`src/source/bimodalPkg.sv`:
```
/*
 * Shared definitions for the bimodal branch predictor:
 * widths, table and queue sizes, counter typedefs,
 * the initialization state enum and the PC to index mapping.
 */

package bimodalPkg;

    // Fetch and resolve bandwidth.
    localparam int FETCH_WIDTH   = 2;
    localparam int RESOLVE_WIDTH = 2;

    // Address and table geometry.
    localparam int PC_WIDTH        = 32;
    localparam int INSN_BYTES      = 4;
    localparam int PHT_ENTRY_NUM   = 256;
    localparam int PHT_INDEX_WIDTH = $clog2(PHT_ENTRY_NUM);
    localparam int PHT_INDEX_LSB   = 2;

    // Two-bit saturating counter.
    localparam int COUNTER_WIDTH = 2;
    localparam int COUNTER_MAX   = 3;
    localparam int COUNTER_INIT  = 2;

    // Deferred update buffer.
    localparam int QUEUE_DEPTH     = 4;
    localparam int QUEUE_PTR_WIDTH = $clog2(QUEUE_DEPTH);

    typedef logic [PC_WIDTH-1:0]        pcT;
    typedef logic [PHT_INDEX_WIDTH-1:0] phtIndexT;
    typedef logic [COUNTER_WIDTH-1:0]   phtCounterT;
    typedef logic [QUEUE_PTR_WIDTH-1:0] queuePtrT;

    typedef enum logic {
        INIT_RUN,
        INIT_DONE
    } initStateT;

    // Table index is taken from PC bits 9..2.
    function automatic phtIndexT phtIndexOf(input pcT pc);
        return pc[PHT_INDEX_LSB +: PHT_INDEX_WIDTH];
    endfunction

endpackage

```
`src/source/bimodalPredictor.sv`:
```
/*
 * Bimodal predictor top: update resolver, deferred
 * update queue and counter table.
 */

`timescale 1ns/1ps

module bimodalPredictor
    import bimodalPkg::*;
(
    input  logic       clk,
    input  logic       arstN,
    input  pcT         predPc,
    input  logic       btbHit [FETCH_WIDTH],
    input  logic       brValid [RESOLVE_WIDTH],
    input  pcT         brPc [RESOLVE_WIDTH],
    input  logic       brTaken [RESOLVE_WIDTH],
    input  logic       brMispred [RESOLVE_WIDTH],
    input  phtCounterT brPrevCounter [RESOLVE_WIDTH],
    output logic       predTaken [FETCH_WIDTH],
    output phtCounterT predCounter [FETCH_WIDTH],
    output logic       initDone
);

    // Resolver to table.
    logic       directWe;
    phtIndexT   directIndex;
    phtCounterT directCounter;

    // Resolver to queue.
    logic       pushEn;
    phtIndexT   pushIndex;
    phtCounterT pushCounter;

    // Queue and table handshake.
    logic       popEn;
    logic       queueEmpty;
    phtIndexT   headIndex;
    phtCounterT headCounter;

    phtUpdateResolver i_phtUpdateResolver (
        .clk, .arstN, .initDone,
        .brValid, .brPc, .brTaken, .brMispred, .brPrevCounter,
        .directWe, .directIndex, .directCounter,
        .pushEn, .pushIndex, .pushCounter
    );

    phtUpdateQueue i_phtUpdateQueue (
        .clk, .arstN,
        .pushEn, .pushIndex, .pushCounter,
        .popEn,
        .queueEmpty, .headIndex, .headCounter
    );

    phtBank i_phtBank (
        .clk, .arstN,
        .predPc, .btbHit,
        .directWe, .directIndex, .directCounter,
        .queueEmpty, .headIndex, .headCounter,
        .popEn,
        .predTaken, .predCounter, .initDone
    );

endmodule

```
`src/source/phtBank.sv`:
```
/*
 * Pattern history table: 256 two-bit counters, two registered
 * prediction reads, single write port arbitration and the
 * post-reset initialization sequence.
 */

`timescale 1ns/1ps

module phtBank
    import bimodalPkg::*;
(
    input  logic       clk,
    input  logic       arstN,
    input  pcT         predPc,
    input  logic       btbHit [FETCH_WIDTH],
    input  logic       directWe,
    input  phtIndexT   directIndex,
    input  phtCounterT directCounter,
    input  logic       queueEmpty,
    input  phtIndexT   headIndex,
    input  phtCounterT headCounter,
    output logic       popEn,
    output logic       predTaken [FETCH_WIDTH],
    output phtCounterT predCounter [FETCH_WIDTH],
    output logic       initDone
);

    // Counter storage.
    phtCounterT counterTable [PHT_ENTRY_NUM];

    // Initialization sequencer.
    initStateT initState;
    phtIndexT  initIndex;
    logic      initWrite;

    // Single write port.
    logic       tableWe;
    phtIndexT   tableWIndex;
    phtCounterT tableWCounter;

    // Read path.
    phtIndexT   readIndex [FETCH_WIDTH];
    phtCounterT readCounter [FETCH_WIDTH];
    logic       btbHitQ [FETCH_WIDTH];

    assign initWrite = (initState == INIT_RUN);
    assign initDone  = (initState == INIT_DONE);

    // One entry per cycle until the last index has been written.
    always_ff @(posedge clk or negedge arstN) begin
        if (!arstN) begin
            initState <= INIT_RUN;
            initIndex <= '0;
        end else if (initState == INIT_RUN) begin
            initIndex <= initIndex + 1'b1;
            if (initIndex == phtIndexT'(PHT_ENTRY_NUM - 1)) begin
                initState <= INIT_DONE;
            end
        end
    end

    // Queue drains only into otherwise idle write cycles.
    assign popEn = !queueEmpty && !directWe && !initWrite;

    // Priority is init, then direct, then queue head.
    always_comb begin
        tableWe       = 1'b0;
        tableWIndex   = headIndex;
        tableWCounter = headCounter;
        if (initWrite) begin
            tableWe       = 1'b1;
            tableWIndex   = initIndex;
            tableWCounter = phtCounterT'(COUNTER_INIT);
        end else if (directWe) begin
            tableWe       = 1'b1;
            tableWIndex   = directIndex;
            tableWCounter = directCounter;
        end else if (popEn) begin
            tableWe = 1'b1;
        end
    end

    always_ff @(posedge clk) begin
        if (tableWe) begin
            counterTable[tableWIndex] <= tableWCounter;
        end
    end

    // Slot i looks at the instruction i words after predPc.
    always_comb begin
        for (int i = 0; i < FETCH_WIDTH; i++) begin
            readIndex[i] = phtIndexOf(predPc + pcT'(i * INSN_BYTES));
        end
    end

    // Read-before-write: a same-edge update is not visible yet.
    always_ff @(posedge clk) begin
        for (int i = 0; i < FETCH_WIDTH; i++) begin
            readCounter[i] <= counterTable[readIndex[i]];
        end
    end

    always_ff @(posedge clk or negedge arstN) begin
        if (!arstN) begin
            for (int i = 0; i < FETCH_WIDTH; i++) begin
                btbHitQ[i] <= 1'b0;
            end
        end else begin
            btbHitQ <= btbHit;
        end
    end

    // Counter MSB gives direction; nothing after a taken slot is fetched.
    always_comb begin
        logic blocked;

        blocked = 1'b0;
        for (int i = 0; i < FETCH_WIDTH; i++) begin
            predCounter[i] = readCounter[i];
            predTaken[i]   = !blocked && btbHitQ[i] && readCounter[i][COUNTER_WIDTH-1];
            blocked        = blocked || predTaken[i];
        end
    end

    // The resolver is expected to hold off until the table is filled.
    noUpdateDuringInit: assert property (
        @(posedge clk) disable iff (!arstN) (initState == INIT_RUN) |-> !directWe
    ) else $error("Branch update arrived during PHT initialization.");

endmodule

```
`src/source/phtUpdateQueue.sv`:
```
/*
 * Four-entry circular FIFO of deferred PHT writes
 * (index and counter pairs) with drop-on-full pushes.
 */

`timescale 1ns/1ps

module phtUpdateQueue
    import bimodalPkg::*;
(
    input  logic       clk,
    input  logic       arstN,
    input  logic       pushEn,
    input  phtIndexT   pushIndex,
    input  phtCounterT pushCounter,
    input  logic       popEn,
    output logic       queueEmpty,
    output phtIndexT   headIndex,
    output phtCounterT headCounter
);

    // Entry storage.
    phtIndexT   indexMem [QUEUE_DEPTH];
    phtCounterT counterMem [QUEUE_DEPTH];

    queuePtrT headPtr;
    queuePtrT tailPtr;
    logic [QUEUE_PTR_WIDTH:0] count;

    logic queueFull;
    logic doPush;
    logic doPop;

    assign queueEmpty = (count == '0);
    assign queueFull  = (count == QUEUE_DEPTH);

    // Predictor updates are only hints, so a push that finds no room is lost.
    assign doPush = pushEn && !queueFull;
    assign doPop  = popEn && !queueEmpty;

    always_ff @(posedge clk or negedge arstN) begin
        if (!arstN) begin
            headPtr <= '0;
            tailPtr <= '0;
            count   <= '0;
        end else begin
            if (doPush) begin
                tailPtr <= tailPtr + 1'b1;
            end
            if (doPop) begin
                headPtr <= headPtr + 1'b1;
            end
            if (doPush && !doPop) begin
                count <= count + 1'b1;
            end else if (doPop && !doPush) begin
                count <= count - 1'b1;
            end
        end
    end

    always_ff @(posedge clk) begin
        if (doPush) begin
            indexMem[tailPtr]   <= pushIndex;
            counterMem[tailPtr] <= pushCounter;
        end
    end

    assign headIndex   = indexMem[headPtr];
    assign headCounter = counterMem[headPtr];

    // The table side must only pop what is there.
    noPopWhenEmpty: assert property (
        @(posedge clk) disable iff (!arstN) !(popEn && queueEmpty)
    ) else $error("Pop requested from an empty update queue.");

endmodule

```
`src/source/phtUpdateResolver.sv`:
```
/*
 * Turns up to two resolved branches per cycle into one direct
 * PHT write and at most one deferred write for the update queue.
 */

`timescale 1ns/1ps

module phtUpdateResolver
    import bimodalPkg::*;
(
    input  logic       clk,
    input  logic       arstN,
    input  logic       initDone,
    input  logic       brValid [RESOLVE_WIDTH],
    input  pcT         brPc [RESOLVE_WIDTH],
    input  logic       brTaken [RESOLVE_WIDTH],
    input  logic       brMispred [RESOLVE_WIDTH],
    input  phtCounterT brPrevCounter [RESOLVE_WIDTH],
    output logic       directWe,
    output phtIndexT   directIndex,
    output phtCounterT directCounter,
    output logic       pushEn,
    output phtIndexT   pushIndex,
    output phtCounterT pushCounter
);

    // Per-slot update candidates.
    logic       slotValid [RESOLVE_WIDTH];
    phtIndexT   slotIndex [RESOLVE_WIDTH];
    phtCounterT slotNext [RESOLVE_WIDTH];

    // Saturating step of a two-bit counter.
    function automatic phtCounterT satNext(input phtCounterT prev, input logic taken);
        phtCounterT result;
        if (taken) begin
            result = (prev == phtCounterT'(COUNTER_MAX)) ? prev : prev + 1'b1;
        end else begin
            result = (prev == '0) ? prev : prev - 1'b1;
        end
        return result;
    endfunction

    always_comb begin
        for (int i = 0; i < RESOLVE_WIDTH; i++) begin
            // Results arriving while the table is still being filled are dropped.
            slotValid[i] = brValid[i] && initDone;
            slotIndex[i] = phtIndexOf(brPc[i]);
            slotNext[i]  = satNext(brPrevCounter[i], brTaken[i]);
        end
    end

    // First valid slot claims the write port and the next one goes to the queue.
    // A mispredicted slot squashes everything younger than it.
    always_comb begin
        logic claimed;
        logic squash;

        claimed       = 1'b0;
        squash        = 1'b0;
        directWe      = 1'b0;
        directIndex   = slotIndex[0];
        directCounter = slotNext[0];
        pushEn        = 1'b0;
        pushIndex     = slotIndex[RESOLVE_WIDTH-1];
        pushCounter   = slotNext[RESOLVE_WIDTH-1];

        for (int i = 0; i < RESOLVE_WIDTH; i++) begin
            if (slotValid[i] && !squash) begin
                if (!claimed) begin
                    directWe      = 1'b1;
                    directIndex   = slotIndex[i];
                    directCounter = slotNext[i];
                    claimed       = 1'b1;
                end else begin
                    pushEn      = 1'b1;
                    pushIndex   = slotIndex[i];
                    pushCounter = slotNext[i];
                end
                squash = brMispred[i];
            end
        end
    end

    // A queued update is always the younger half of a pair.
    pushNeedsDirect: assert property (
        @(posedge clk) disable iff (!arstN)
            pushEn |-> directWe && brValid[0] && !brMispred[0] && brValid[1]
    ) else $error("Queue push without a direct write in the same cycle.");

endmodule

```
`config.mk`:
```
export PLATFORM = sky130hd
export DESIGN_NAME = bimodalPredictor
export DESIGN_NICKNAME = d
export VERILOG_FILES = /design/src/source/bimodalPkg.sv /design/src/source/bimodalPredictor.sv /design/src/source/phtBank.sv /design/src/source/phtUpdateQueue.sv /design/src/source/phtUpdateResolver.sv
export SDC_FILE = /design/constraint.sdc
export NUM_CORES = 1
export LEC_CHECK = 0
export BUFFER_PORTS_ARGS = -buffer_cell sky130_fd_sc_hd__buf_2
export CAP_MARGIN = 20
export CORE_ASPECT_RATIO = 2
export CORE_UTILIZATION = 35
export CTS_CLUSTER_SIZE = 14
export DETAILED_ROUTE_END_ITERATION = 7
export PLACE_DENSITY = 0.54
export SKIP_CTS_REPAIR_TIMING = 1
export SYNTH_ARGS = -nofsm -noshare
export SYNTH_HDL_FRONTEND = slang
export SYNTH_HIERARCHICAL = 1
export SYNTH_SLANG_ARGS = --single-unit
```
`constraint.sdc`:
```
create_clock -name clk -period 12.3 [get_ports clk]
set_clock_uncertainty 0.1 [all_clocks]
set_input_delay 3.69 -clock clk [delete_from_list [all_inputs] [get_ports clk]]
set_output_delay 3.69 -clock clk [all_outputs]
set_load 0.01 [all_outputs]
```
==> results list <==
- The share of synthesized area in the top cell type comes to about three fifths.
- Detailed placement finished with a half-perimeter wire length of 51.3 mm.
- N_diodes: 0
- Counting flops and latches in the post-synthesis netlist gives 574.
* Non-Filler Cell Area, Final: 30,900 sq um
- For this run, the post-layout net count is 1,748.
- The clock period could shrink to 7.78 ns.
- Once layout is complete, the utilization of the core stands at 39.1%.
* Layout-stage area growth over the synthesis result: 10.5%
- Setup TNS Final: 0 ns
- The worst setup path is launched from an input port.
- Number of synthesized flops with an enable pin: ~550
* Top-level port count: about 120
- The commonest cells after synthesis are sky130_fd_sc_hd__edfxtp_1 (552), sky130_fd_sc_hd__mux4_2 (316), sky130_fd_sc_hd__nor2_1 (288).
- For the pin with the worst max-slew slack, the measured transition is 1.20 ns.
* VDD IR max: 0.0990 mV
* Maximum root-to-sink buffer count: 3
* Number of sinks driven by the clock tree: 574
- Dividing the detail-routed via count by the number of cells gives 5.70.
- Along the worst path, the maximum fanout reaches 78.
* Post-Synthesis Cells: 1,626
* Share of synthesized flip-flops with an asynchronous set or reset: 3.14%
- The worst hold path belongs to the class flip-flop to flip-flop.
- Placer's final routability congestion estimate: 0.831
* Worst stage delay on the critical path: around 0.86 ns
- The die is 402 microns tall.
* Syn_area_per_cell: 17.2 sq um
* Via count of the first global-routing pass: 16,664
* Antenna Violating Nets Remaining: 0
* Worst slew slack as a fraction of its limit: 20.1%
- Top achievable clock speed: 0.128 GHz
* Area of the core: 79,100 sq um
- Die Span X: 202 microns
- Post-synth design cell area: 28,000 sq um
- Initial standard-cell utilization of the core: approximately 35%
- Unique cell type count in the Yosys netlist: 51
- Maximum level of the CTS H-tree: 2
- Proportion of synthesized chip area in sequential cells: 61.2%
* Crit Path Category: input port to flip-flop
* Overall track demand over capacity in global routing: 19.4%
- Number of buffers inserted during clock tree synthesis: 53
- Mapped Nets: around 1,700
- Area after DPL: 29,200 sq um
- Leakage: 8.98 nW
* CTS clk-pin slew, worst paths: around 0.070 ns
- CP Data Arrival Time: roughly 8.2 ns
- Yosys top cell by area: sky130_fd_sc_hd__edfxtp_1
* Starting DRC count in detailed routing: 1,324
* Depth of the worst register-to-register path: 7
* CTS tree: yes
- Largest net degree at the start of global routing: 257
* Global-route congestion overflow total: 0
- In this run the power density over the cells is 127 nW/um^2.
* Wire length of the first global-routing pass: 113 mm
* Max Transition Viols Final: 0
* Ordered list of cells on the worst path: buf_8 > buf_4 > buf_4 > nand2_1 > o21ai_0 > and2_1 > nand3_1 > or4_1 > o311a_1 > a211oi_1
- The routed design has 77.9 mm of wire.
- Setup violations remaining at the end of the flow were counted as 0.
* Crit path max-delay family: buffers and inverters
* Number of antenna violations at the first check in global routing: 2
- The worst setup path is captured at a flip-flop.
- Hold Fails Final Rpt: 0
- Number of synthesis warnings: 6
- Length of the first detailed-routing pass in iterations: 5
- Crit path required time: 12.66 ns
* Site Rows: 146
* Remaining design rule violation count: 0
- Max-cap violations in this run came to 0.
* CP Depth: 10
- The critical path contains buffers and inverters numbering 3 combined.
- Along the worst hold path, the cell count comes to 1.
- After layout, the worst path uses about 63% of the clock period.
- The cell sitting at the root of the clock tree is a sky130_fd_sc_hd__clkbuf_16.
* Detailed-route wire length per cell: 28.8 microns
- Status: complete, no violations
- Slowest cell on the critical path: sky130_fd_sc_hd__buf_4
* Cell with the most instances after synthesis: sky130_fd_sc_hd__edfxtp_1
- Largest cells by area after synthesis: sky130_fd_sc_hd__edfxtp_1 (59%), sky130_fd_sc_hd__mux4_2 (25%), sky130_fd_sc_hd__nor2_1 (3.9%)
* Cell type with the highest occurrence count on the critical path: sky130_fd_sc_hd__buf_4
- Fill cells in the final layout number between 7,000 and 8,000.
* Most used flip-flop cell after synthesis: sky130_fd_sc_hd__edfxtp_1
- Share of cells above drive strength 1: 29.7%
- Latest clock arrival within the worst-skew pair: 0.61 ns
* Via count: 15,399
- The count of buffers added on input and output ports is 43.
- Die Footprint: 81,100 sq um
- Setup repair after global routing left no endpoint under its margin.
==> report_power, final <==
group / total, mW / switching, mW / leakage, nW / internal, mW
clock: 1.61 / 0.722 / 0.784 / 0.886
combinational: 0.198 / 0.123 / 3.08 / 0.0753
sequential: 2.11 / 0.000602 / 5.11 / 2.11
total: 3.92 / 0.846 / 8.98 / 3.07
==> registers in the layout, indices dropped and copies added, names as in the netlist <==
register	cells
i_phtBank/counterTable	512
i_phtUpdateQueue/count	3
i_phtBank/initDone	1
i_phtBank/initIndex	8
i_phtUpdateQueue/tailPtr	2
i_phtUpdateQueue/headPtr	2
i_phtBank/readCounter	4
i_phtUpdateQueue/indexMem	32
i_phtBank/btbHitQ	2
i_phtUpdateQueue/counterMem	8
==> placed cells by master, fill, tap and decap left out, types with 5 or more instances in the layout <==
cell type	n
sky130_fd_sc_hd__mux2i_1	10
sky130_fd_sc_hd__nand2_1	94
sky130_fd_sc_hd__nor2b_1	10
sky130_fd_sc_hd__mux2_2	12
sky130_fd_sc_hd__a21oi_1	15
sky130_fd_sc_hd__nand3_1	37
sky130_fd_sc_hd__a21o_1	6
sky130_fd_sc_hd__a22oi_1	17
sky130_fd_sc_hd__edfxtp_1	552
sky130_fd_sc_hd__a31oi_1	5
sky130_fd_sc_hd__buf_2	40
sky130_fd_sc_hd__mux4_2	316
sky130_fd_sc_hd__clkinv_1	11
sky130_fd_sc_hd__nand4_1	13
sky130_fd_sc_hd__nor2_1	288
sky130_fd_sc_hd__xnor2_1	12
sky130_fd_sc_hd__inv_1	8
sky130_fd_sc_hd__dfrtp_1	18
sky130_fd_sc_hd__and2_1	8
sky130_fd_sc_hd__clkbuf_1	14
sky130_fd_sc_hd__ha_1	6
sky130_fd_sc_hd__clkbuf_16	54
sky130_fd_sc_hd__buf_4	37
==> final timing paths <==
check,start,end,slack [ns]
setup / recovery,predPc[2],i_phtBank/readCounter[0][2],4.52
hold / removal,i_phtBank/initIndex[6],i_phtBank/initIndex[6],0.39
setup reg to reg,i_phtBank/initDone,i_phtBank/counterTable[225][1],8.12
min in group asynchronous,arstN,i_phtUpdateQueue/tailPtr[1],2.96
max in group asynchronous,arstN,i_phtBank/initIndex[5],8.77
hold reg to reg,i_phtBank/initIndex[6],i_phtBank/initIndex[6],0.39
==> per-stage QoR <==
stage               hold slack, ns  instances  power [mW]  worst slack, ns
finish                       0.386       2702        3.92             4.52
global route                 0.418       2702        4.02             4.14
CTS                          0.387       2701        3.96             4.49
detailed placement           0.380       2610        2.36             3.85
global placement             0.373       2610        2.35             3.97
floorplan                    0.350       1626        2.29           0.0610
==> cells by family after synthesis <==
group / synth area share (%)
AO/OA/AOI/OAI: 1.58
XOR/XNOR: 0.658
adder cells (fa/ha/maj): 0.537
buffers and inverters: 2.35
flip-flops: 61.2
multiplexers: 26.6
AND/OR/NAND/NOR: 7.08
==> routing by layer <==
layer	GRT usage, %	vias to the layer above	routed length, microns
met1	20.3	8174	25800
met5	0	-	14
met3	1.97	148	3370
li1	-	6580	-
met4	9.68	2	4170
met2	37.8	495	44600
==> worst reg2reg max path: cells and delay by family (launching register included) <==
kind	cells	cell delay [ns]
AND/OR/NAND/NOR	4	2.40
multiplexers	2	0.77
flip-flops	1	0.43
AO/OA/AOI/OAI	1	0.15
==> cell type report <==
class	count	area (sq um)	area share [%]
Clock buffer	68	1400	4.54
Clock inverter	23	229	0.741
Inverter	8	30.0	0.0972
Multi-Input combinational cell	912	10300	33.3
Sequential cell	574	17100	55.4
Tap cell	1036	1300	4.19
Timing Repair Buffer	81	548	1.77
Note: power is estimated with default switching activity, not from simulation.
